===== config.mk =====
export PLATFORM = sky130hd
export DESIGN_NAME = calc_top
export DESIGN_NICKNAME = d
export VERILOG_FILES = /design/src/calc_pkg.sv /design/src/calc_alu.sv /design/src/calc_ctrl.sv /design/src/calc_painter.sv /design/src/calc_top.sv /design/src/keypad_pointer.sv /design/src/seg_font.sv /design/src/vga_sync.sv
export SDC_FILE = /design/constraint.sdc
export NUM_CORES = 1
export LEC_CHECK = 0
export ABC_AREA = 0
export BUFFER_PORTS_ARGS = -buffer_cell sky130_fd_sc_hd__buf_2
export CAP_MARGIN = 20
export CORE_MARGIN = 8
export CORE_UTILIZATION = 50
export DETAILED_ROUTE_END_ITERATION = 8
export GPL_ROUTABILITY_DRIVEN = 0
export PLACE_DENSITY = 0.73
export SLEW_MARGIN = 20
export SYNTH_ARGS = -nofsm -noshare
export SYNTH_HDL_FRONTEND = slang
export SYNTH_SLANG_ARGS = --single-unit

===== constraint.sdc =====
create_clock -name clk -period 16.6 [get_ports clk]
set_input_delay 0.83 -clock clk [delete_from_list [all_inputs] [get_ports clk]]
set_output_delay 0.83 -clock clk [all_outputs]
set_load 0.05 [all_outputs]

===== src/calc_pkg.sv =====
// Shared calculator types; data path fixed at 16 bits unsigned, 3-bit RGB, 32x64 key cells
package calc_pkg;

	// ----------------------------------------------------------
	// Keys, ALU operations, controller states
	// ----------------------------------------------------------
	typedef enum logic [3:0] {
		K_0, K_1, K_2, K_3, K_4, K_5, K_6, K_7, K_8, K_9,
		K_ADD, K_SUB, K_MUL, K_DIV, K_EQ, K_CLR
	} key_code_t;  // Digit codes equal their value

	typedef enum logic [1:0] {OP_ADD, OP_SUB, OP_MUL, OP_DIV} alu_op_t;  // Same order as keys

	typedef enum logic [2:0] {
		ST_ENTER_A, ST_ENTER_B, ST_WAIT_ALU, ST_SHOW, ST_ERROR
	} calc_state_t;

	typedef struct packed {
		key_code_t code;
	} key_event_t;

	typedef struct packed {
		alu_op_t     op;
		logic [15:0] a;
		logic [15:0] b;
	} alu_req_t;

	typedef struct packed {
		logic [15:0] result;
		logic        div_zero;   // Quotient undefined when set
	} alu_rsp_t;

	// Colours, one bit per gun
	typedef logic [2:0] rgb_t;
	localparam rgb_t BLACK     = 3'b000;
	localparam rgb_t GREEN     = 3'b010;
	localparam rgb_t WHITE     = 3'b111;
	localparam rgb_t LIGHTBLUE = 3'b011;
	localparam rgb_t PINK      = 3'b101;

	// ----------------------------------------------------------
	// Keypad layout
	// ----------------------------------------------------------
	localparam int KEY_ROW0 = 3;  // pix_y / 64
	localparam int KEY_COL0 = 6;  // pix_x / 32, every second column

	// Rows 3 to 5, five columns each
	localparam key_code_t KEY_LUT [15] = '{
		K_7, K_8, K_9, K_MUL, K_DIV,
		K_4, K_5, K_6, K_ADD, K_SUB,
		K_1, K_2, K_3, K_CLR, K_EQ
	};

	// Returns 1 when the cell holds a key
	function automatic logic key_map(input logic [3:0] row, input logic [4:0] col,
					 output key_code_t code);
		logic [4:0] c;
		logic [3:0] r;
		c = (col - 5'(KEY_COL0)) >> 1;
		r = row - 4'(KEY_ROW0);
		code = K_0;
		key_map = 1'b0;
		if (!col[0] && col >= 5'(KEY_COL0) && row >= 4'(KEY_ROW0) && c < 5'd5)
		begin
			if (r < 4'd3)
			begin
				code = KEY_LUT[int'(r) * 5 + int'(c)];
				key_map = 1'b1;
			end
			else if (r == 4'd3 && c == 5'd0)
				key_map = 1'b1;  // Lone zero key
		end
	endfunction

endpackage


===== src/calc_alu.sv =====
`timescale 1ns/1ps
// Unsigned only; divide takes DATA_W+1 clocks, other ops one; start must wait for done
module calc_alu import calc_pkg::*; #(
	parameter int DATA_W = 16
) (
	input  logic     clk,
	input  logic     arst_n,
	input  logic     alu_start,
	input  alu_req_t alu_req,
	output logic     alu_done,
	output alu_rsp_t alu_rsp
);
	localparam int CNT_W = $clog2(DATA_W + 1);

	logic [CNT_W-1:0]  busy_cnt;          // Divide steps left
	logic [DATA_W-1:0] quo_q, rem_q, dvs_q;
	logic [DATA_W:0]   rem_sh, diff;
	logic [DATA_W-1:0] quo_nx, rem_nx;

	// ----------------------------------------------------------
	// One restoring step
	// ----------------------------------------------------------
	always_comb
	begin
		rem_sh = {rem_q, quo_q[DATA_W-1]};
		diff   = rem_sh - {1'b0, dvs_q};
		if (diff[DATA_W])
		begin
			rem_nx = rem_sh[DATA_W-1:0];  // Borrow, restore
			quo_nx = {quo_q[DATA_W-2:0], 1'b0};
		end
		else
		begin
			rem_nx = diff[DATA_W-1:0];
			quo_nx = {quo_q[DATA_W-2:0], 1'b1};
		end
	end

	always_ff @(posedge clk or negedge arst_n)
	begin
		if (!arst_n)
		begin
			busy_cnt <= '0;
			alu_done <= 1'b0;
		end
		else
		begin
			alu_done <= 1'b0;
			if (alu_start)
			begin
				if (alu_req.op == OP_DIV && alu_req.b != '0)
					busy_cnt <= CNT_W'(DATA_W);
				else
					alu_done <= 1'b1;  // Single cycle, or zero divisor
			end
			else if (busy_cnt != '0)
			begin
				busy_cnt <= busy_cnt - 1'b1;
				alu_done <= (busy_cnt == CNT_W'(1));
			end
		end
	end

	// Operands and result
	always_ff @(posedge clk)
	begin
		if (alu_start)
		begin
			quo_q <= alu_req.a;  // Dividend shifts out as quotient shifts in
			rem_q <= '0;
			dvs_q <= alu_req.b;
			alu_rsp.div_zero <= 1'b0;
			case (alu_req.op)
				OP_ADD: alu_rsp.result <= alu_req.a + alu_req.b;
				OP_SUB: alu_rsp.result <= alu_req.a - alu_req.b;
				OP_MUL: alu_rsp.result <= alu_req.a * alu_req.b;  // Low half kept
				OP_DIV:
				begin
					alu_rsp.result   <= '0;
					alu_rsp.div_zero <= (alu_req.b == '0);
				end
			endcase
		end
		else if (busy_cnt != '0)
		begin
			quo_q <= quo_nx;
			rem_q <= rem_nx;
			if (busy_cnt == CNT_W'(1))
				alu_rsp.result <= quo_nx;
		end
	end

	a_no_start_busy: assert property (@(posedge clk) disable iff (!arst_n)
		alu_start |-> busy_cnt == '0);

endmodule


===== src/calc_ctrl.sv =====
`timescale 1ns/1ps
// Left-to-right evaluation, no precedence; digit entry wraps silently modulo 2**DATA_W
module calc_ctrl import calc_pkg::*; #(
	parameter int DATA_W = 16
) (
	input  logic              clk,
	input  logic              arst_n,
	input  logic              key_req,
	input  key_event_t        key_evt,
	input  logic              alu_done,
	input  alu_rsp_t          alu_rsp,
	output logic              key_ack,
	output logic              alu_start,
	output alu_req_t          alu_req,
	output logic [DATA_W-1:0] disp_value,
	output logic              err
);
	calc_state_t       state;
	logic [DATA_W-1:0] op_a, op_b;
	alu_op_t           pend_op;   // Operation waiting for B
	logic              chain;     // Result goes on as A
	logic              key_fire;  // Event taken this cycle
	logic              is_digit, is_oper, launch;
	logic [DATA_W-1:0] digit;
	alu_op_t           key_op;

	function automatic logic [DATA_W-1:0] acc10(input logic [DATA_W-1:0] v,
						    input logic [DATA_W-1:0] d);
		return v * DATA_W'(10) + d;
	endfunction

	assign key_fire = key_req && key_ack;  // First cycle of ack only
	assign is_digit = key_evt.code <= K_9;
	assign is_oper  = key_evt.code inside {K_ADD, K_SUB, K_MUL, K_DIV};
	assign digit    = DATA_W'(key_evt.code);
	assign key_op   = alu_op_t'(2'(key_evt.code - K_ADD));
	assign launch   = key_fire && state == ST_ENTER_B && (is_oper || key_evt.code == K_EQ);

	// Ack held off while the ALU runs
	always_ff @(posedge clk or negedge arst_n)
	begin
		if (!arst_n)
			key_ack <= 1'b0;
		else if (!key_req)
			key_ack <= 1'b0;
		else if (state != ST_WAIT_ALU)
			key_ack <= 1'b1;
	end

	// ----------------------------------------------------------
	// Main FSM
	// ----------------------------------------------------------
	always_ff @(posedge clk or negedge arst_n)
	begin
		if (!arst_n)
		begin
			state      <= ST_ENTER_A;
			op_a       <= '0;
			op_b       <= '0;
			pend_op    <= OP_ADD;
			chain      <= 1'b0;
			alu_start  <= 1'b0;
			disp_value <= '0;
			err        <= 1'b0;
		end
		else
		begin
			alu_start <= 1'b0;
			if (alu_start)
				state <= ST_WAIT_ALU;  // Start pulse out, now wait
			else if (state == ST_WAIT_ALU)
			begin
				if (alu_done && alu_rsp.div_zero)
				begin
					err   <= 1'b1;
					state <= ST_ERROR;
				end
				else if (alu_done)
				begin
					op_a       <= alu_rsp.result;
					op_b       <= '0;
					disp_value <= alu_rsp.result;
					state      <= chain ? ST_ENTER_B : ST_SHOW;
				end
			end
			else if (key_fire && key_evt.code == K_CLR)
			begin
				op_a       <= '0;
				op_b       <= '0;
				disp_value <= '0;
				err        <= 1'b0;
				state      <= ST_ENTER_A;
			end
			else if (launch)
			begin
				alu_start <= 1'b1;
				chain     <= is_oper;
				if (is_oper)
					pend_op <= key_op;  // Old op already in the request
			end
			else if (key_fire && state != ST_ERROR)  // Error state drops the rest
			begin
				if (is_digit && state == ST_ENTER_B)
				begin
					op_b       <= acc10(op_b, digit);
					disp_value <= acc10(op_b, digit);
				end
				else if (is_digit)
				begin
					op_a       <= (state == ST_SHOW) ? digit : acc10(op_a, digit);
					disp_value <= (state == ST_SHOW) ? digit : acc10(op_a, digit);
					state      <= ST_ENTER_A;
				end
				else if (is_oper)
				begin
					pend_op <= key_op;  // A or last result
					op_b    <= '0;
					state   <= ST_ENTER_B;
				end
			end
		end
	end

	always_ff @(posedge clk)
	begin
		if (launch)
			alu_req <= '{op: pend_op, a: op_a, b: op_b};
	end

	a_ack_on_req: assert property (@(posedge clk) disable iff (!arst_n)
		$rose(key_ack) |-> key_req && $past(key_req));
	// Only a launched run may answer
	a_done_in_wait: assert property (@(posedge clk) disable iff (!arst_n)
		alu_done |-> state == ST_WAIT_ALU);

endmodule


===== src/calc_painter.sv =====
`timescale 1ns/1ps
// Colour is valid only while pixel_tick is high; fixed 640x480 layout, 32x64 glyph scale
module calc_painter import calc_pkg::*; (
	input  logic [9:0]  pix_x,
	input  logic [9:0]  pix_y,
	input  logic        pixel_tick,
	input  logic [9:0]  mouse_x,
	input  logic [9:0]  mouse_y,
	input  logic [7:0]  font_word,
	input  logic [15:0] disp_value,
	input  logic        err,
	output logic [10:0] rom_addr,
	output rgb_t        rgb_next
);
	localparam int NUMERAL_X = 175;  // Grid corner
	localparam int NUMERAL_Y = 190;
	localparam int CELL      = 63;
	localparam int BAR_W     = 2;
	localparam int READ_ROW  = 1;    // Readout row, pix_y / 64
	localparam int READ_COL0 = 3;    // First readout digit, pix_x / 32

	int         px, py, mx, my;
	logic       bar_on, cursor_on, key_on, read_on, font_bit;
	key_code_t  key_code;
	logic [1:0] dig_sel;
	logic [3:0] nibble;
	logic [6:0] char_code;
	logic [2:0] bit_addr;

	function automatic logic [6:0] hex_char(input logic [3:0] n);
		return (n < 4'd10) ? 7'h30 + 7'(n) : 7'h37 + 7'(n);  // 0-9, A-F
	endfunction

	function automatic logic [6:0] key_char(input key_code_t k);
		case (k)
			K_ADD:   return 7'h2B;
			K_SUB:   return 7'h2D;
			K_MUL:   return 7'h78;
			K_DIV:   return 7'h2F;
			K_EQ:    return 7'h3D;
			K_CLR:   return 7'h43;
			default: return 7'h30 + 7'(k);  // Digits
		endcase
	endfunction

	assign px = int'(pix_x);
	assign py = int'(pix_y);
	assign mx = int'(mouse_x);
	assign my = int'(mouse_y);

	// ----------------------------------------------------------
	// Grid bars, two left columns reach down to the zero key
	// ----------------------------------------------------------
	always_comb
	begin
		bar_on = 1'b0;
		for (int k = 0; k < 6; k++)
		begin
			if (px > NUMERAL_X + k * CELL && px < NUMERAL_X + k * CELL + BAR_W + 1 &&
			    py > NUMERAL_Y && py < NUMERAL_Y + ((k < 2) ? 4 : 3) * CELL)
				bar_on = 1'b1;
		end
		for (int k = 0; k < 5; k++)
		begin
			if (py > NUMERAL_Y + k * CELL && py < NUMERAL_Y + k * CELL + BAR_W &&
			    px > NUMERAL_X &&
			    px < ((k == 4) ? NUMERAL_X + CELL + 2 : NUMERAL_X + 5 * CELL))
				bar_on = 1'b1;
		end
	end

	assign cursor_on = px > mx && px < mx + 5 && py > my && py < my + 5;  // Small box

	always_comb
	begin
		key_on = key_map(pix_y[9:6], pix_x[9:5], key_code);
	end

	// Hex readout, most significant digit first
	assign read_on = pix_y[9:6] == 4'(READ_ROW) && pix_x[9:5] >= 5'(READ_COL0) &&
			 pix_x[9:5] < 5'(READ_COL0 + 4);
	assign dig_sel = 2'(pix_x[9:5] - 5'(READ_COL0));

	always_comb
	begin
		case (dig_sel)
			2'd0: nibble = disp_value[15:12];
			2'd1: nibble = disp_value[11:8];
			2'd2: nibble = disp_value[7:4];
			default: nibble = disp_value[3:0];
		endcase
		char_code = 7'h00;
		if (read_on)
			char_code = err ? 7'h45 : hex_char(nibble);  // All E on error
		else if (key_on)
			char_code = key_char(key_code);
	end

	// Glyph lookup, 4x scale
	assign rom_addr = {char_code, pix_y[5:2]};
	assign bit_addr = pix_x[4:2];
	assign font_bit = font_word[~bit_addr];

	// ----------------------------------------------------------
	// Colour priority
	// ----------------------------------------------------------
	always_comb
	begin
		rgb_next = BLACK;
		if (pixel_tick)  // Quiet between ticks
		begin
			if (cursor_on)
				rgb_next = GREEN;
			else if (bar_on)
				rgb_next = (px < NUMERAL_X + 3 * CELL) ? LIGHTBLUE : PINK;  // Operators pink
			else if ((key_on || read_on) && font_bit)
				rgb_next = WHITE;
		end
	end

endmodule


===== src/calc_top.sv =====
`timescale 1ns/1ps
// Mouse position and click are plain inputs; rgb lags the pixel counters by one tick
module calc_top import calc_pkg::*; #(
	parameter int H_ACTIVE = 640,
	parameter int H_FRONT  = 16,
	parameter int H_SYNC   = 96,
	parameter int H_BACK   = 48,
	parameter int V_ACTIVE = 480,
	parameter int V_FRONT  = 10,
	parameter int V_SYNC   = 2,
	parameter int V_BACK   = 33,
	parameter int DATA_W   = 16
) (
	input  logic              clk,
	input  logic              arst_n,
	input  logic [9:0]        mouse_x,
	input  logic [9:0]        mouse_y,
	input  logic              click,
	output logic              hsync,
	output logic              vsync,
	output rgb_t              rgb,
	output logic [DATA_W-1:0] disp_value,
	output logic              err
);
	logic [9:0]  pix_x, pix_y;
	logic        pixel_tick, video_on;
	logic [10:0] rom_addr;
	logic [7:0]  font_word;
	rgb_t        rgb_next;
	logic        key_req, key_ack, alu_start, alu_done;
	key_event_t  key_evt;
	alu_req_t    alu_req;
	alu_rsp_t    alu_rsp;

	// ----------------------------------------------------------
	// Video path
	// ----------------------------------------------------------
	vga_sync #(
		.H_ACTIVE(H_ACTIVE), .H_FRONT(H_FRONT), .H_SYNC(H_SYNC), .H_BACK(H_BACK),
		.V_ACTIVE(V_ACTIVE), .V_FRONT(V_FRONT), .V_SYNC(V_SYNC), .V_BACK(V_BACK)
	) u_sync (.clk, .arst_n, .pix_x, .pix_y, .pixel_tick, .video_on, .hsync, .vsync);

	calc_painter u_painter (.pix_x, .pix_y, .pixel_tick, .mouse_x, .mouse_y, .font_word,
				.disp_value, .err, .rom_addr, .rgb_next);

	seg_font u_font (.rom_addr, .font_word);

	// ----------------------------------------------------------
	// Key and arithmetic path
	// ----------------------------------------------------------
	keypad_pointer u_pointer (.clk, .arst_n, .mouse_x, .mouse_y, .click, .key_ack,
				  .key_req, .key_evt);

	calc_ctrl #(.DATA_W(DATA_W)) u_ctrl (.clk, .arst_n, .key_req, .key_evt, .alu_done,
					     .alu_rsp, .key_ack, .alu_start, .alu_req,
					     .disp_value, .err);

	calc_alu #(.DATA_W(DATA_W)) u_alu (.clk, .arst_n, .alu_start, .alu_req, .alu_done,
					   .alu_rsp);

	// Pixel register, black in blanking
	always_ff @(posedge clk or negedge arst_n)
	begin
		if (!arst_n)
			rgb <= BLACK;
		else if (pixel_tick)
			rgb <= video_on ? rgb_next : BLACK;
	end

endmodule


===== src/keypad_pointer.sv =====
`timescale 1ns/1ps
// Click is asynchronous and unbounced; pointer position is sampled on the click edge only
module keypad_pointer import calc_pkg::*; (
	input  logic       clk,
	input  logic       arst_n,
	input  logic [9:0] mouse_x,
	input  logic [9:0] mouse_y,
	input  logic       click,
	input  logic       key_ack,
	output logic       key_req,
	output key_event_t key_evt
);
	logic [2:0] click_q;     // Two sync stages, then history
	logic       click_rise;
	logic       on_key;
	key_code_t  hit_code;
	logic       launch;      // New event accepted

	always_ff @(posedge clk or negedge arst_n)
	begin
		if (!arst_n)
			click_q <= '0;
		else
			click_q <= {click_q[1:0], click};
	end
	assign click_rise = click_q[1] && !click_q[2];

	// Cell under the pointer
	always_comb
	begin
		on_key = key_map(mouse_y[9:6], mouse_x[9:5], hit_code);
	end

	// Only when both handshake lines are back low
	assign launch = click_rise && on_key && !key_req && !key_ack;

	// ----------------------------------------------------------
	// Four-phase request side
	// ----------------------------------------------------------
	always_ff @(posedge clk or negedge arst_n)
	begin
		if (!arst_n)
			key_req <= 1'b0;
		else if (key_req)
			key_req <= !key_ack;  // Drop once taken
		else if (launch)
			key_req <= 1'b1;
	end

	always_ff @(posedge clk)
	begin
		if (launch)
			key_evt.code <= hit_code;
	end

	// Ack back low one clock after the request drops
	a_ack_drops: assert property (@(posedge clk) disable iff (!arst_n)
		!$past(key_req) |-> !key_ack);

endmodule


===== src/seg_font.sv =====
`timescale 1ns/1ps
// Segment glyphs in an 8x16 cell; only 0-9, A-F, C, E and + - x / = are drawn
module seg_font (
	input  logic [10:0] rom_addr,   // Char code, then row
	output logic [7:0]  font_word   // Bit 7 is the leftmost pixel
);
	localparam logic [7:0] HBAR  = 8'b0111_1110;
	localparam logic [7:0] LEFT  = 8'b0100_0000;
	localparam logic [7:0] RIGHT = 8'b0000_0010;
	localparam logic [7:0] MID   = 8'b0001_1000;

	logic [6:0]  char_code;
	logic [3:0]  row;
	logic [10:0] seg;  // a b c d e f g, centre stroke, slash, backslash, twin bars
	logic        upper, lower, diag;
	logic [2:0]  slash_col, back_col;

	assign char_code = rom_addr[10:4];
	assign row       = rom_addr[3:0];

	always_comb
	begin
		case (char_code)
			7'h30:   seg = 11'h03F;  // 0
			7'h31:   seg = 11'h006;
			7'h32:   seg = 11'h05B;
			7'h33:   seg = 11'h04F;
			7'h34:   seg = 11'h066;
			7'h35:   seg = 11'h06D;
			7'h36:   seg = 11'h07D;
			7'h37:   seg = 11'h007;
			7'h38:   seg = 11'h07F;
			7'h39:   seg = 11'h06F;  // 9
			7'h41:   seg = 11'h077;  // A
			7'h42:   seg = 11'h07C;  // Lower case b shape
			7'h43:   seg = 11'h039;  // C, also the clear key
			7'h44:   seg = 11'h05E;  // Lower case d shape
			7'h45:   seg = 11'h079;  // E, also the error mark
			7'h46:   seg = 11'h071;
			7'h2B:   seg = 11'h0C0;  // + middle bar and centre stroke
			7'h2D:   seg = 11'h040;  // -
			7'h78:   seg = 11'h300;  // x both diagonals
			7'h2F:   seg = 11'h100;  // /
			7'h3D:   seg = 11'h400;  // =
			default: seg = '0;       // Blank
		endcase
	end

	// Row bands and diagonal columns
	assign upper     = (row >= 4'd1) && (row <= 4'd7);
	assign lower     = (row >= 4'd7) && (row <= 4'd13);
	assign diag      = (row >= 4'd2) && (row <= 4'd13);
	assign slash_col = 3'(((4'd13 - row) >> 1) + 4'd1);
	assign back_col  = 3'(((row - 4'd2) >> 1) + 4'd1);

	assign font_word = ({8{seg[0] && row == 4'd1}} & HBAR)
			 | ({8{seg[1] && upper}} & RIGHT)
			 | ({8{seg[2] && lower}} & RIGHT)
			 | ({8{seg[3] && row == 4'd13}} & HBAR)
			 | ({8{seg[4] && lower}} & LEFT)
			 | ({8{seg[5] && upper}} & LEFT)
			 | ({8{seg[6] && row == 4'd7}} & HBAR)
			 | ({8{seg[7] && row >= 4'd4 && row <= 4'd10}} & MID)
			 | ({8{seg[8] && diag}} & (8'h80 >> slash_col))
			 | ({8{seg[9] && diag}} & (8'h80 >> back_col))
			 | ({8{seg[10] && (row == 4'd5 || row == 4'd9)}} & HBAR);

endmodule


===== src/vga_sync.sv =====
`timescale 1ns/1ps
// Pixel tick is half the input clock; syncs are active low; totals must fit in 10 bits
module vga_sync #(
	parameter int H_ACTIVE = 640,
	parameter int H_FRONT  = 16,
	parameter int H_SYNC   = 96,
	parameter int H_BACK   = 48,
	parameter int V_ACTIVE = 480,
	parameter int V_FRONT  = 10,
	parameter int V_SYNC   = 2,
	parameter int V_BACK   = 33
) (
	input  logic       clk,
	input  logic       arst_n,
	output logic [9:0] pix_x,
	output logic [9:0] pix_y,
	output logic       pixel_tick,
	output logic       video_on,
	output logic       hsync,
	output logic       vsync
);
	localparam int H_TOTAL = H_ACTIVE + H_FRONT + H_SYNC + H_BACK;  // 800 ticks
	localparam int V_TOTAL = V_ACTIVE + V_FRONT + V_SYNC + V_BACK;  // 525 lines
	localparam int H_SYNC0 = H_ACTIVE + H_FRONT;
	localparam int V_SYNC0 = V_ACTIVE + V_FRONT;

	logic       tick_q;
	logic [9:0] h_next;
	logic [9:0] v_next;

	always_ff @(posedge clk or negedge arst_n)
	begin
		if (!arst_n)
			tick_q <= 1'b0;
		else
			tick_q <= ~tick_q;  // Divide by two
	end
	assign pixel_tick = tick_q;

	// Next position, line wrap carries into the frame counter
	always_comb
	begin
		h_next = pix_x + 10'd1;
		v_next = pix_y;
		if (pix_x == 10'(H_TOTAL - 1))
		begin
			h_next = '0;
			v_next = (pix_y == 10'(V_TOTAL - 1)) ? '0 : pix_y + 10'd1;
		end
	end

	always_ff @(posedge clk or negedge arst_n)
	begin
		if (!arst_n)
		begin
			pix_x <= '0;
			pix_y <= '0;
			hsync <= 1'b1;
			vsync <= 1'b1;
		end
		else if (pixel_tick)
		begin
			pix_x <= h_next;
			pix_y <= v_next;
			hsync <= !(h_next >= 10'(H_SYNC0) && h_next < 10'(H_SYNC0 + H_SYNC));  // Aligned
			vsync <= !(v_next >= 10'(V_SYNC0) && v_next < 10'(V_SYNC0 + V_SYNC));
		end
	end

	assign video_on = (pix_x < 10'(H_ACTIVE)) && (pix_y < 10'(V_ACTIVE));

	a_line_len: assert property (@(posedge clk) disable iff (!arst_n) pix_x < 10'(H_TOTAL));

endmodule

Word level (Yosys, flattened, before mapping)
Memory sizes are Yosys's and may differ from the RTL's. A register that Yosys moved wholly into a read port is not among the register bits.
Index checks and enable logic that the tools add are counted.
W data, S select, Z words.
{ "totals": {"regBits": 192, "romBits": 128, "inputBits": 23, "out_inout_bits": 22, "word_cells": 423, "memories": 2} }
{ "op_classes": {"n_addsub": 25, "n_mul": 5, "order_cmp": 58, "n_eq_ne": 67, "shifts": 2, "mux": 102, "bitwise": 19, "reduce_logical": 116} }
{ "memory_table": {"columns": ["name", "depth", "word_bits", "rd", "rd_ports_with_merged_regs", "write_ports", "line", "text"], "rows": [
  ["(no name shown)", 16, 4, 1, 1, 0, "calc_pkg.sv:67", "code = KEY_LUT[int'(r) * 5 + int'(c)];"],
  ["(no name shown)", 16, 4, 1, 0, 0, "calc_pkg.sv:67", null]
]} }
{ "op_table": {"columns": ["cell", "count"], "rows": [
  ["$mux W16", 29],
  ["$pmux W11 S21", 1],
  ["$lt A10 B9 Y1 const B", 13],
  ["$eq A7 B6 Y1 const B", 14],
  ["$logic_and A1 B1 Y1", 77],
  ["$gt A10 B9 Y1 const B", 7],
  ["$add A32 B5 Y32", 2],
  ["$not A32 Y32", 2],
  ["$pmux W16 S4", 1],
  ["$eq A4 B4 Y1 const B", 14],
  ["$lt A10 B8 Y1 const B", 5],
  ["$eq A7 B7 Y1 const B", 7],
  ["$mux W3", 15],
  ["$pmux W7 S6", 1],
  ["$gt A10 B8 Y1 const B", 4],
  ["$or A8 B7 Y8", 5],
  ["$mux W1", 33],
  ["$add A16 B4 Y16", 2],
  ["$ge A32 B5 Y1 const B", 1],
  ["$lt A11 B32 Y1", 1],
  ["$mul A16 B3 Y15 const B", 2],
  ["$mux W10", 3],
  ["$mux W7", 4],
  ["$add A10 B3 Y11 const B", 2],
  ["other kinds (77)", 149]
]} }

Longest topological paths before layout
Gate-level depths: netlist of run 1.
{ "logic_depth": {"word_depth": 33, "depth_mapped": 26, "mapped_depth_nobuf": 25} }

By module
From an unflattened synthesis of run 1, not the netlist that was laid out.
{ "unflattened": {"hier_cells": 2332, "hier_area_um2": 20857.5} }
{ "by_module_without_submodules": {"columns": ["mod", "n_inst", "cells_each", "area_each_um2"], "rows": [
  ["calc_alu", 1, 975, 8785.9],
  ["calc_ctrl", 1, 602, 5918.2],
  ["calc_painter", 1, 373, 2891.5],
  ["vga_sync", 1, 170, 1500.2],
  ["keypad_pointer", 1, 74, 832.0],
  ["seg_font", 1, 126, 813.3],
  ["calc_top", 1, 12, 116.4]
]} }

Least setup slack after synthesis of run 1
OpenSTA, ideal clock, no wires.
{ "synth_path": {"path_kind": "register -> register", "start": "reg u_pointer.key_evt[2] (netlist name)", "end": "reg u_ctrl.disp_value[9]", "arrival_time_ns": 5.782, "slack_ns": 10.725, "stages_incl_launch_ff": 9, "period_less_slack_ns": 5.875, "cell_sequence": "edfxtp_1 > and3_1 > nor4b_1 > nor3_1 > and2_1 > nand2_1 > clkbuf_1 > a221oi_1 > a211oi_1"} }
{ "synth_via": {"word_cells_on_any_way": 25} }
{ "synth_rtl": {"columns": ["item", "line", "text"], "rows": [
  ["$eq A4 B4 Y1", "calc_ctrl.sv:34", "assign is_oper = key_evt.code inside {K_ADD, K_SUB, K_MUL, K_DIV};"],
  ["$reduce_bool A4 Y1", "calc_ctrl.sv:34", null],
  ["$logic_or A1 B1 Y1 (*)", "calc_ctrl.sv:37", "assign launch = key_fire && state == ST_ENTER_B && (is_oper || key_evt.code == K_EQ);"],
  ["$logic_and A1 B1 Y1 (*)", "calc_ctrl.sv:37", null],
  ["named net u_ctrl.launch", "calc_ctrl.sv:23", "logic is_digit, is_oper, launch;"],
  ["$ne A3 B3 Y1 (no source line) (*)", null, null],
  ["$reduce_and A6 Y1 (no source line) (*)", null, null],
  ["end signal, assigned", "calc_ctrl.sv:82", "disp_value <= alu_rsp.result;"],
  ["end signal, assigned", "calc_ctrl.sv:106", "disp_value <= acc10(op_b, digit);"],
  ["end signal, assigned", "calc_ctrl.sv:111", "disp_value <= (state == ST_SHOW) ? digit : acc10(op_a, digit);"],
  ["end, declared", "calc_ctrl.sv:15", "output logic [DATA_W-1:0] disp_value,"]
]} }
Mark *: on every way through the listed nets, which the timed path passes. The rest lies on a longest branch. The select of a mux whose other input is x is not followed.
A chain may end at the register's enable or synchronous reset.

Worst setup path after layout of run 1
{ "layout_path": {"start": "reg u_ctrl.alu_req[5] (netlist name)", "end": "reg u_alu.alu_rsp[16] (netlist name)"} }
{ "layout_via": {"elab_chain_len": 3, "word_cells_on_any_way": 5} }
{ "layout_lines": {"columns": ["item", "line", "text"], "rows": [
  ["$mul A16 B16 Y16, or another cell as far along", "calc_alu.sv:76", "OP_MUL: alu_rsp.result <= alu_req.a * alu_req.b;"],
  ["$pmux W16 S4 (*)", "calc_alu.sv:73", "case (alu_req.op)"],
  ["$mux W16 (*)", "calc_alu.sv:67", "if (alu_start)"]
]} }
Every way passes the cells marked *; elsewhere a longest branch is shown, timed or not.

==> impl_metrics.json, run 1 <==
{
  "clock_tree.htree_level_count": 4,
  "cts_bufs_inserted": 17,
  "worst-endpoint-arrival_ns": 6.23,
  "detailedPlacementHpwl_um": 38000,
  "worstSetupPathType": "flip-flop to flip-flop",
  "worstSkewPairLatency_ns": 0.46,
  "worstRegToRegCells": 24,
  "timing.critical_path.required_ns": 16.77,
  "final_layout_size_suffix_gt1_share_pct": 6.60,
  "placementRows": 72,
  "static_leakage_nw": 9.14,
  "initial_utilization_pct": 50.6,
  "grt_overflow_total": 0,
  "synth_area_per_cell_um2": 8.91,
  "outcome": "finished, final reports clean",
  "worst_hold_slack_ns": 0.258,
  "setup_viol": 0,
  "worst_r2r_startpoint": "u_ctrl.alu_req[5]",
  "timing.final.crit_share_pct": 36.5,
  "grt_antenna_before_repair": 0,
  "cts.repair.resized": 0,
  "clock_skew_ns": 0.0134,
  "critical_path.endpoint_type": "flip-flop",
  "peakVddDrop_mv": 0.0676,
  "crit_path_max_fanout": 17,
  "finish.instance_area_um2": 20700,
  "route.antenna.remaining_nets": 0,
  "ys.flop_type": "sky130_fd_sc_hd__dfrtp_1",
  "dr_total_vias": 16100,
  "tritoncts": "yes",
  "finalWirelength_um": 49700,
  "tightestPinTransition_ns": 1.12,
  "synth.largest_area_cell": "sky130_fd_sc_hd__ha_1",
  "grt_usage_pct": 22.0,
  "max_cap_viol_count": 0,
  "cts.clk_slew.worst_paths_ns": 0.08,
  "netlist_instances": 2191,
  "use_met3_pct": 3.39,
  "synth.lib_cells_used.distinct": 88,
  "drt_pre_antenna_iters": 6,
  "synth_top_cell_area_share_pct": 13.8,
  "use_met1_pct": 29.2,
  "setup_total_negative_slack_ns": 0,
  "synth_enable_flop_cells": 87,
  "layout.filler_cells": 3499,
  "grt_max_degree": 77,
  "synth_fp_nets": 2518,
  "clock_tree.root_cell": "sky130_fd_sc_hd__clkbuf_16",
  "pwrdens_nw_per_um2": 111,
  "globalRouteMet2Util_pct": 36.3,
  "floorplan.core_area_um2": 38600,
  "via_count_of_the_first_global_routing_pass": 16100,
  "antenna-diode-count": 0,
  "slew_headroom_pct": 24.6,
  "worstSetupStartpointType": "flip-flop",
  "register_area_um2": 5260,
  "drt-initial-drc-count": 1595,
  "dieHeight_um": 214,
  "cts_setup_buffers": 0,
  "slowest_delay_ns": 0.73,
  "clock_sink_count": 196,
  "num_io_pins": 45,
  "cts.hold.buffers_added": 0,
  "grt-busiest-layer": "met2",
  "layout_min_cycle_time_ns": 6.06,
  "total_drc_errors_in_the_routed_layout": 0,
  "reg2reg_setup_slack_ns": 10.54,
  "synth-seq-cells": 196,
  "floorplan.die_area_um2": 45600,
  "final_standard_cell_count_with_taps_included_and_fillers_excluded": 2701,
  "placement.cell_area_um2": 20100,
  "multi_input_area_um2": 13000,
  "slowest_stage": "sky130_fd_sc_hd__edfxtp_1",
  "async_reset_ff_share_pct": 47.4,
  "path_cells": "nand2_1 -> fa_1 -> fa_1 -> inv_1 -> ha_1 -> inv_1 -> fa_1 -> inv_1 -> ha_1 -> inv_1 -> fa_1 -> inv_1 -> ha_1 -> a21boi_0 -> o21ai_0 -> a21boi_0 -> o21ai_0 -> nand2b_1 -> a21o_1 -> a21oi_1 -> o21ai_0 -> xnor2_1 -> nand2_1 -> a31oi_1",
  "maxSlewViolCount": 0,
  "hold_class": "input port to asynchronous set/reset pin",
  "dpl.cell_count": 2669,
  "synthesis.area_um2": 19500,
  "synth.yosys.seq_area_share_pct": 27.0,
  "vias_per_cell": 5.96,
  "ys_warn_count": 0,
  "rsz_0062_raised_after_global_routing": "false",
  "synth.top_cells.by_area": "sky130_fd_sc_hd__ha_1, sky130_fd_sc_hd__edfxtp_1, sky130_fd_sc_hd__dfrtp_1, sky130_fd_sc_hd__fa_1, sky130_fd_sc_hd__xnor2_1",
  "cpMostUsedCell": "sky130_fd_sc_hd__inv_1",
  "die-width_um": 214,
  "max-clock-path-buffers": 2,
  "achievable-frequency_mhz": 165,
  "port_buffers": 44,
  "num-nets-final": 2497,
  "regToRegEndpoint": "u_alu.alu_rsp[16]",
  "layout-area-overhead-vs-synth_pct": 6.02,
  "p_total_mw": 2.30,
  "grt_pass1_wl_um": 81300,
  "final-hold-violation-count": 0,
  "routed_wire_length_per_instance_um": 18.4
}
-- synthesized netlist by cell type (16+ instances only) --
cell type,number
sky130_fd_sc_hd__a31oi_1,19
sky130_fd_sc_hd__nand3_1,40
sky130_fd_sc_hd__ha_1,216
sky130_fd_sc_hd__o31ai_1,17
sky130_fd_sc_hd__a21boi_0,16
sky130_fd_sc_hd__fa_1,88
sky130_fd_sc_hd__nand2b_1,16
sky130_fd_sc_hd__nor2_1,123
sky130_fd_sc_hd__nor3_1,41
sky130_fd_sc_hd__clkbuf_1,79
sky130_fd_sc_hd__dfrtp_1,91
sky130_fd_sc_hd__o21a_1,35
sky130_fd_sc_hd__edfxtp_1,87
sky130_fd_sc_hd__nand4_1,17
sky130_fd_sc_hd__o21ai_0,128
sky130_fd_sc_hd__dfxtp_1,16
sky130_fd_sc_hd__xor2_1,42
sky130_fd_sc_hd__and2_1,71
sky130_fd_sc_hd__nor2b_1,26
sky130_fd_sc_hd__a211oi_1,25
sky130_fd_sc_hd__mux2_2,18
sky130_fd_sc_hd__nand2_1,240
sky130_fd_sc_hd__a21oi_1,92
sky130_fd_sc_hd__xnor2_1,112
sky130_fd_sc_hd__mux2i_1,27
sky130_fd_sc_hd__a21o_1,23
sky130_fd_sc_hd__inv_1,235
-- registers in the layout (all words and copies together), names as in the netlist, 4 cells and up --
signal and count:
u_ctrl.op_a 16, u_ctrl.disp_value 16, u_alu.busy_cnt 5, u_sync.pix_x 10
u_alu.dvs_q 16, u_alu.quo_q 16, u_alu.alu_rsp 17, u_sync.pix_y 10
u_pointer.key_evt 4, u_alu.rem_q 16, u_ctrl.alu_req 34, u_ctrl.op_b 16
-- final cells by class --
cell class / instances / area share [%]
multi-input combinational: 1668 / 63.0
sequential: 196 / 25.4
inverter: 235 / 4.26
tap: 518 / 3.13
clock buffer: 17 / 2.06
timing repair buffer: 52 / 1.37
clock inverter: 15 / 0.798
-- worst max-delay path by stage --
stage / endpoint / slack (ns) / depth (start not counted) / start
after global routing: u_alu.alu_rsp[16] / 10.10 / 24 / u_ctrl.alu_req[3]
after detailed placement: u_alu.alu_rsp[16] / 10.56 / 24 / u_ctrl.alu_req[6]
after CTS: u_alu.alu_rsp[16] / 10.55 / 24 / u_ctrl.alu_req[6]
after floorplan: u_ctrl.disp_value[9] / 10.72 / 8 / u_pointer.key_evt[2]
after global placement: u_alu.alu_rsp[16] / 10.80 / 21 / u_ctrl.alu_req[6]
final: u_alu.alu_rsp[16] / 10.54 / 24 / u_ctrl.alu_req[5]
-- placed cells by master, fill, tap and decap left out, types with 17 or more instances in the layout --
master | netlist | routed
sky130_fd_sc_hd__nor2_1 | 123 | 123
sky130_fd_sc_hd__nor2b_1 | 26 | 26
sky130_fd_sc_hd__nor3_1 | 41 | 41
sky130_fd_sc_hd__mux2_2 | 18 | 18
sky130_fd_sc_hd__nand2_1 | 240 | 240
sky130_fd_sc_hd__nand4_1 | 17 | 17
sky130_fd_sc_hd__a31oi_1 | 19 | 19
sky130_fd_sc_hd__edfxtp_1 | 87 | 87
sky130_fd_sc_hd__inv_1 | 235 | 235
sky130_fd_sc_hd__and2_1 | 71 | 71
sky130_fd_sc_hd__xnor2_1 | 112 | 112
sky130_fd_sc_hd__fa_1 | 88 | 88
sky130_fd_sc_hd__xor2_1 | 42 | 42
sky130_fd_sc_hd__ha_1 | 216 | 216
sky130_fd_sc_hd__dfrtp_1 | 91 | 90
sky130_fd_sc_hd__o31ai_1 | 17 | 17
sky130_fd_sc_hd__buf_2 | 5 | 43
sky130_fd_sc_hd__a211oi_1 | 25 | 25
sky130_fd_sc_hd__o21a_1 | 35 | 35
sky130_fd_sc_hd__a21oi_1 | 92 | 92
sky130_fd_sc_hd__a21o_1 | 23 | 23
sky130_fd_sc_hd__nand3_1 | 40 | 39
sky130_fd_sc_hd__mux2i_1 | 27 | 27
sky130_fd_sc_hd__clkbuf_16 | 0 | 17
sky130_fd_sc_hd__o21ai_0 | 128 | 127
-- layer usage --
| metal | vias up | wire (um) | share of wire, % |
|---|---|---|---|
| met5 | - | 0 | 0 |
| met4 | 0 | 1610 | 3.2 |
| met3 | 100 | 3490 | 7.0 |
| met2 | 603 | 23100 | 47 |
| met1 | 7781 | 21400 | 43 |
| li1 | 7624 | - | - |
-- cells by family after synthesis --
logic type	count (synthesis)	share of synthesized area, %
AOI/OAI and AO/OA	496	17.0
muxes	51	3.02
and+or+nand+nor	657	16.3
DFF	196	27.0
adders and majority gates	304	22.9
xor gates and xnor gates	160	7.47
buffers and inverters	327	6.36
-- critical path: cells and delay by family (launching register included) --
family                   cells  cell delay, ns
adder cells (fa/ha/maj)      7            2.81
AO/OA/AOI/OAI                8            1.48
flip-flops                   1            0.73
AND/OR/NAND/NOR              3            0.35
buffers and inverters        5            0.26
XOR/XNOR                     1            0.15
-- report_power, final --
| part | total, mW | leakage, nW | internal (mW) | switching (mW) |
|---|---|---|---|---|
| Combinational | 1.13 | 6.68 | 0.453 | 0.679 |
| Clock | 0.422 | 0.288 | 0.214 | 0.208 |
| Sequential | 0.744 | 2.17 | 0.639 | 0.105 |
| Total | 2.30 | 9.14 | 1.31 | 0.991 |
-- through the flow --
stage / utilization, % / setup slack, ns
floorplan: - / 10.72
global placement: 52.1 / 10.80
detailed placement: 52.1 / 10.56
CTS: 53.7 / 10.55
global route: 53.7 / 10.10
finish: 53.7 / 10.54
No activity file was read; power rests on OpenSTA's default activity.
==> run 2: changes to the inputs <==
--- a/config.mk
+++ b/config.mk
@@ -12,7 +12,7 @@
 export CORE_UTILIZATION = 50
 export DETAILED_ROUTE_END_ITERATION = 8
 export GPL_ROUTABILITY_DRIVEN = 0
-export PLACE_DENSITY = 0.73
+export PLACE_DENSITY = 0.76
 export SLEW_MARGIN = 20
 export SYNTH_ARGS = -nofsm -noshare
 export SYNTH_HDL_FRONTEND = slang
==> constraint.sdc (replaced) <==
create_clock -name clk -period 5.4 [get_ports clk]
set_input_delay 0.27 -clock clk [delete_from_list [all_inputs] [get_ports clk]]
set_output_delay 0.27 -clock clk [all_outputs]
set_load 0.05 [all_outputs]
==> run 2 against run 1 <==
Setup slack got worse by 11 ns. The run now ends with setup timing left. Combinational power increased to 3.1 times the previous value. Highest routed layer unchanged. Power grew to 3.2 times the previous value. Register-to-register slack got worse by 11 ns.
==> impl_metrics.json, run 2 (same netlist as run 1, synthesis figures left out) <==
{
  "rsz_0062_raised_after_global_routing": "true",
  "outcome": "finished, violations left",
  "final-hold-violation-count": 0,
  "dieHeight_um": 214,
  "crit_path_max_fanout": 5,
  "reg2reg_setup_slack_ns": -0.06,
  "floorplan.core_area_um2": 38600,
  "hold_class": "flip-flop to flip-flop",
  "tightestPinTransition_ns": 1.10,
  "placement.cell_area_um2": 20600,
  "worstSetupPathType": "flip-flop to flip-flop",
  "cts.clk_slew.worst_paths_ns": 0.09,
  "worst_hold_slack_ns": 0.357,
  "grt_usage_pct": 22.5,
  "grt_antenna_before_repair": 0,
  "clock_skew_ns": 0.0170,
  "pwrdens_nw_per_um2": 333,
  "layout_commonest_cell": "sky130_fd_sc_hd__nand2_1",
  "family_with_the_most_delay_on_the_worst_path": "adder cells",
  "largest-register": "u_ctrl.alu_req",
  "layout-area-overhead-vs-synth_pct": 11.9,
  "max-clock-path-buffers": 2,
  "worst-path-buf-inv": 4,
  "largest_reg_flops": 34,
  "layout.filler_cells": 3334,
  "dpl.cell_count": 2741,
  "worst-endpoint-arrival_ns": 5.79,
  "via_count_of_the_first_global_routing_pass": 16000,
  "tritoncts": "yes",
  "num-nets-final": 2601,
  "setup_total_negative_slack_ns": -0.0722,
  "grt_pass1_wl_um": 82600,
  "slowest_delay_ns": 0.60,
  "grt_max_degree": 86,
  "initial_utilization_pct": 50.6,
  "maxSlewViolCount": 0,
  "routed_wire_length_per_instance_um": 18.4,
  "clock_tree.htree_level_count": 4,
  "detailedPlacementHpwl_um": 39300,
  "num_io_pins": 45,
  "drt-initial-drc-count": 1660,
  "placementRows": 72,
  "peakVddDrop_mv": 0.208,
  "cts_bufs_inserted": 17,
  "port_buffers": 44,
  "clock_sink_count": 196,
  "fin_util_pct": 56.7,
  "path_cells": "buf_6 -> and2_1 -> fa_1 -> fa_1 -> ha_1 -> ha_1 -> inv_1 -> fa_1 -> fa_1 -> inv_2 -> ha_4 -> inv_2 -> o21ai_2 -> a21oi_2 -> o21bai_4 -> a21oi_4 -> o21bai_1 -> a21oi_2 -> xor2_1 -> or4_1 -> nand3_1",
  "finalWirelength_um": 51600,
  "static_leakage_nw": 9.73,
  "layout_setup_ws_ns": -0.0643,
  "p_total_mw": 7.27,
  "final_standard_cell_count_with_taps_included_and_fillers_excluded": 2805,
  "worstSkewPairLatency_ns": 0.45,
  "slowest_stage": "sky130_fd_sc_hd__fa_1",
  "failed_checks": "setup timing",
  "slew_headroom_pct": 26.3,
  "timing.final.crit_share_pct": 101,
  "final_layout_size_suffix_gt1_share_pct": 12.6,
  "total_drc_errors_in_the_routed_layout": 0,
  "grt_overflow_total": 0,
  "detailedPlace.worstSlack_ns": -0.161,
  "critical_path.endpoint_type": "flip-flop",
  "timing.critical_path.required_ns": 5.72,
  "clock_tree.root_cell": "sky130_fd_sc_hd__clkbuf_16",
  "antenna-diode-count": 0,
  "dr_total_vias": 16500,
  "largestRegisters": "u_ctrl.alu_req x34, u_alu.alu_rsp x17",
  "layout_min_cycle_time_ns": 5.46,
  "floorplan.die_area_um2": 45600,
  "worstSetupStartpointType": "flip-flop",
  "achievable-frequency_mhz": 183,
  "setup_viol": 3,
  "layout_common_cells": "sky130_fd_sc_hd__nand2_1, sky130_fd_sc_hd__inv_1, sky130_fd_sc_hd__ha_1",
  "max_cap_viol_count": 0,
  "cpMostUsedCell": "sky130_fd_sc_hd__fa_1",
  "vias_per_cell": 5.87,
  "drt_pre_antenna_iters": 6,
  "finish.instance_area_um2": 21800,
  "die-width_um": 214,
  "route.antenna.remaining_nets": 0
}
==> run 2: cell count changes in the layout (fill, tap and decap cells not counted), moves of 5 or more <==
cell                      before  now
sky130_fd_sc_hd__a21oi_1      92   86
sky130_fd_sc_hd__buf_4         9   99
sky130_fd_sc_hd__inv_2         0    9
sky130_fd_sc_hd__ha_4          0    7
sky130_fd_sc_hd__and2_1       71   66
sky130_fd_sc_hd__ha_1        216  207
sky130_fd_sc_hd__and2_4        0    5
sky130_fd_sc_hd__buf_6         0    9
sky130_fd_sc_hd__o21ai_0     127  121
sky130_fd_sc_hd__inv_1       235  226
==> run 2: worst register-to-register path, delay by kind of cell, from the launching register on <==
kind | cells | cell delay [ns]
simple gates | 3 | 0.64
compound gates | 6 | 0.72
xor+xnor | 1 | 0.18
fa+ha+maj | 7 | 2.96
buf+inv | 4 | 0.33
flops | 1 | 0.50
==> run 2: cell type report <==
class	instances	area, um2	area share, %
multi-input cells	1668	13300	60.8
flip-flops and latches	196	5260	24.1
repair buffers	156	1100	5.06
inverters	235	882	4.04
well taps	518	648	2.97
clock buffers	17	425	1.95
clock inverters	15	234	1.07
==> run 2: layer usage <==
layer  track usage, %  routed length [um]  vias to the layer above
met5                0                   0                        -
met4             8.44                1720                        0
met3             3.73                3700                      117
met2             36.9               24400                      668
met1             29.6               21700                     7869
li1                 -                   -                     7822
==> run 2: power by group <==
group	internal (mW)	switching [mW]	total (mW)
registers	1.96	0.336	2.30
logic	1.42	2.11	3.53
clock network	0.799	0.640	1.44
==> run 2: worst paths after layout <==
kind / endpoint / cells past startpoint / start
worst max-delay path: u_alu.alu_rsp[15] / 21 / u_ctrl.alu_req[21]
worst min register to register: u_pointer.click_q[1] / 0 / u_pointer.click_q[0]
worst min-delay path: u_pointer.click_q[1] / 0 / u_pointer.click_q[0]
min in group asynchronous: u_alu.busy_cnt[3] / 2 / arst_n
max in group asynchronous: u_ctrl.alu_start / 3 / arst_n
worst max register to register: u_alu.alu_rsp[15] / 21 / u_ctrl.alu_req[21]
==> run 2: repair_timing <==
item / in CTS / in global routing
hold endpoints to repair: 53 / 0
gates cloned: 0 / 0
setup endpoints to repair: 4 / 9
pin swaps: 22 / 36
buffers inserted: 6 / 24
hold buffers: 2 / 0
resized for setup: 18 / 55
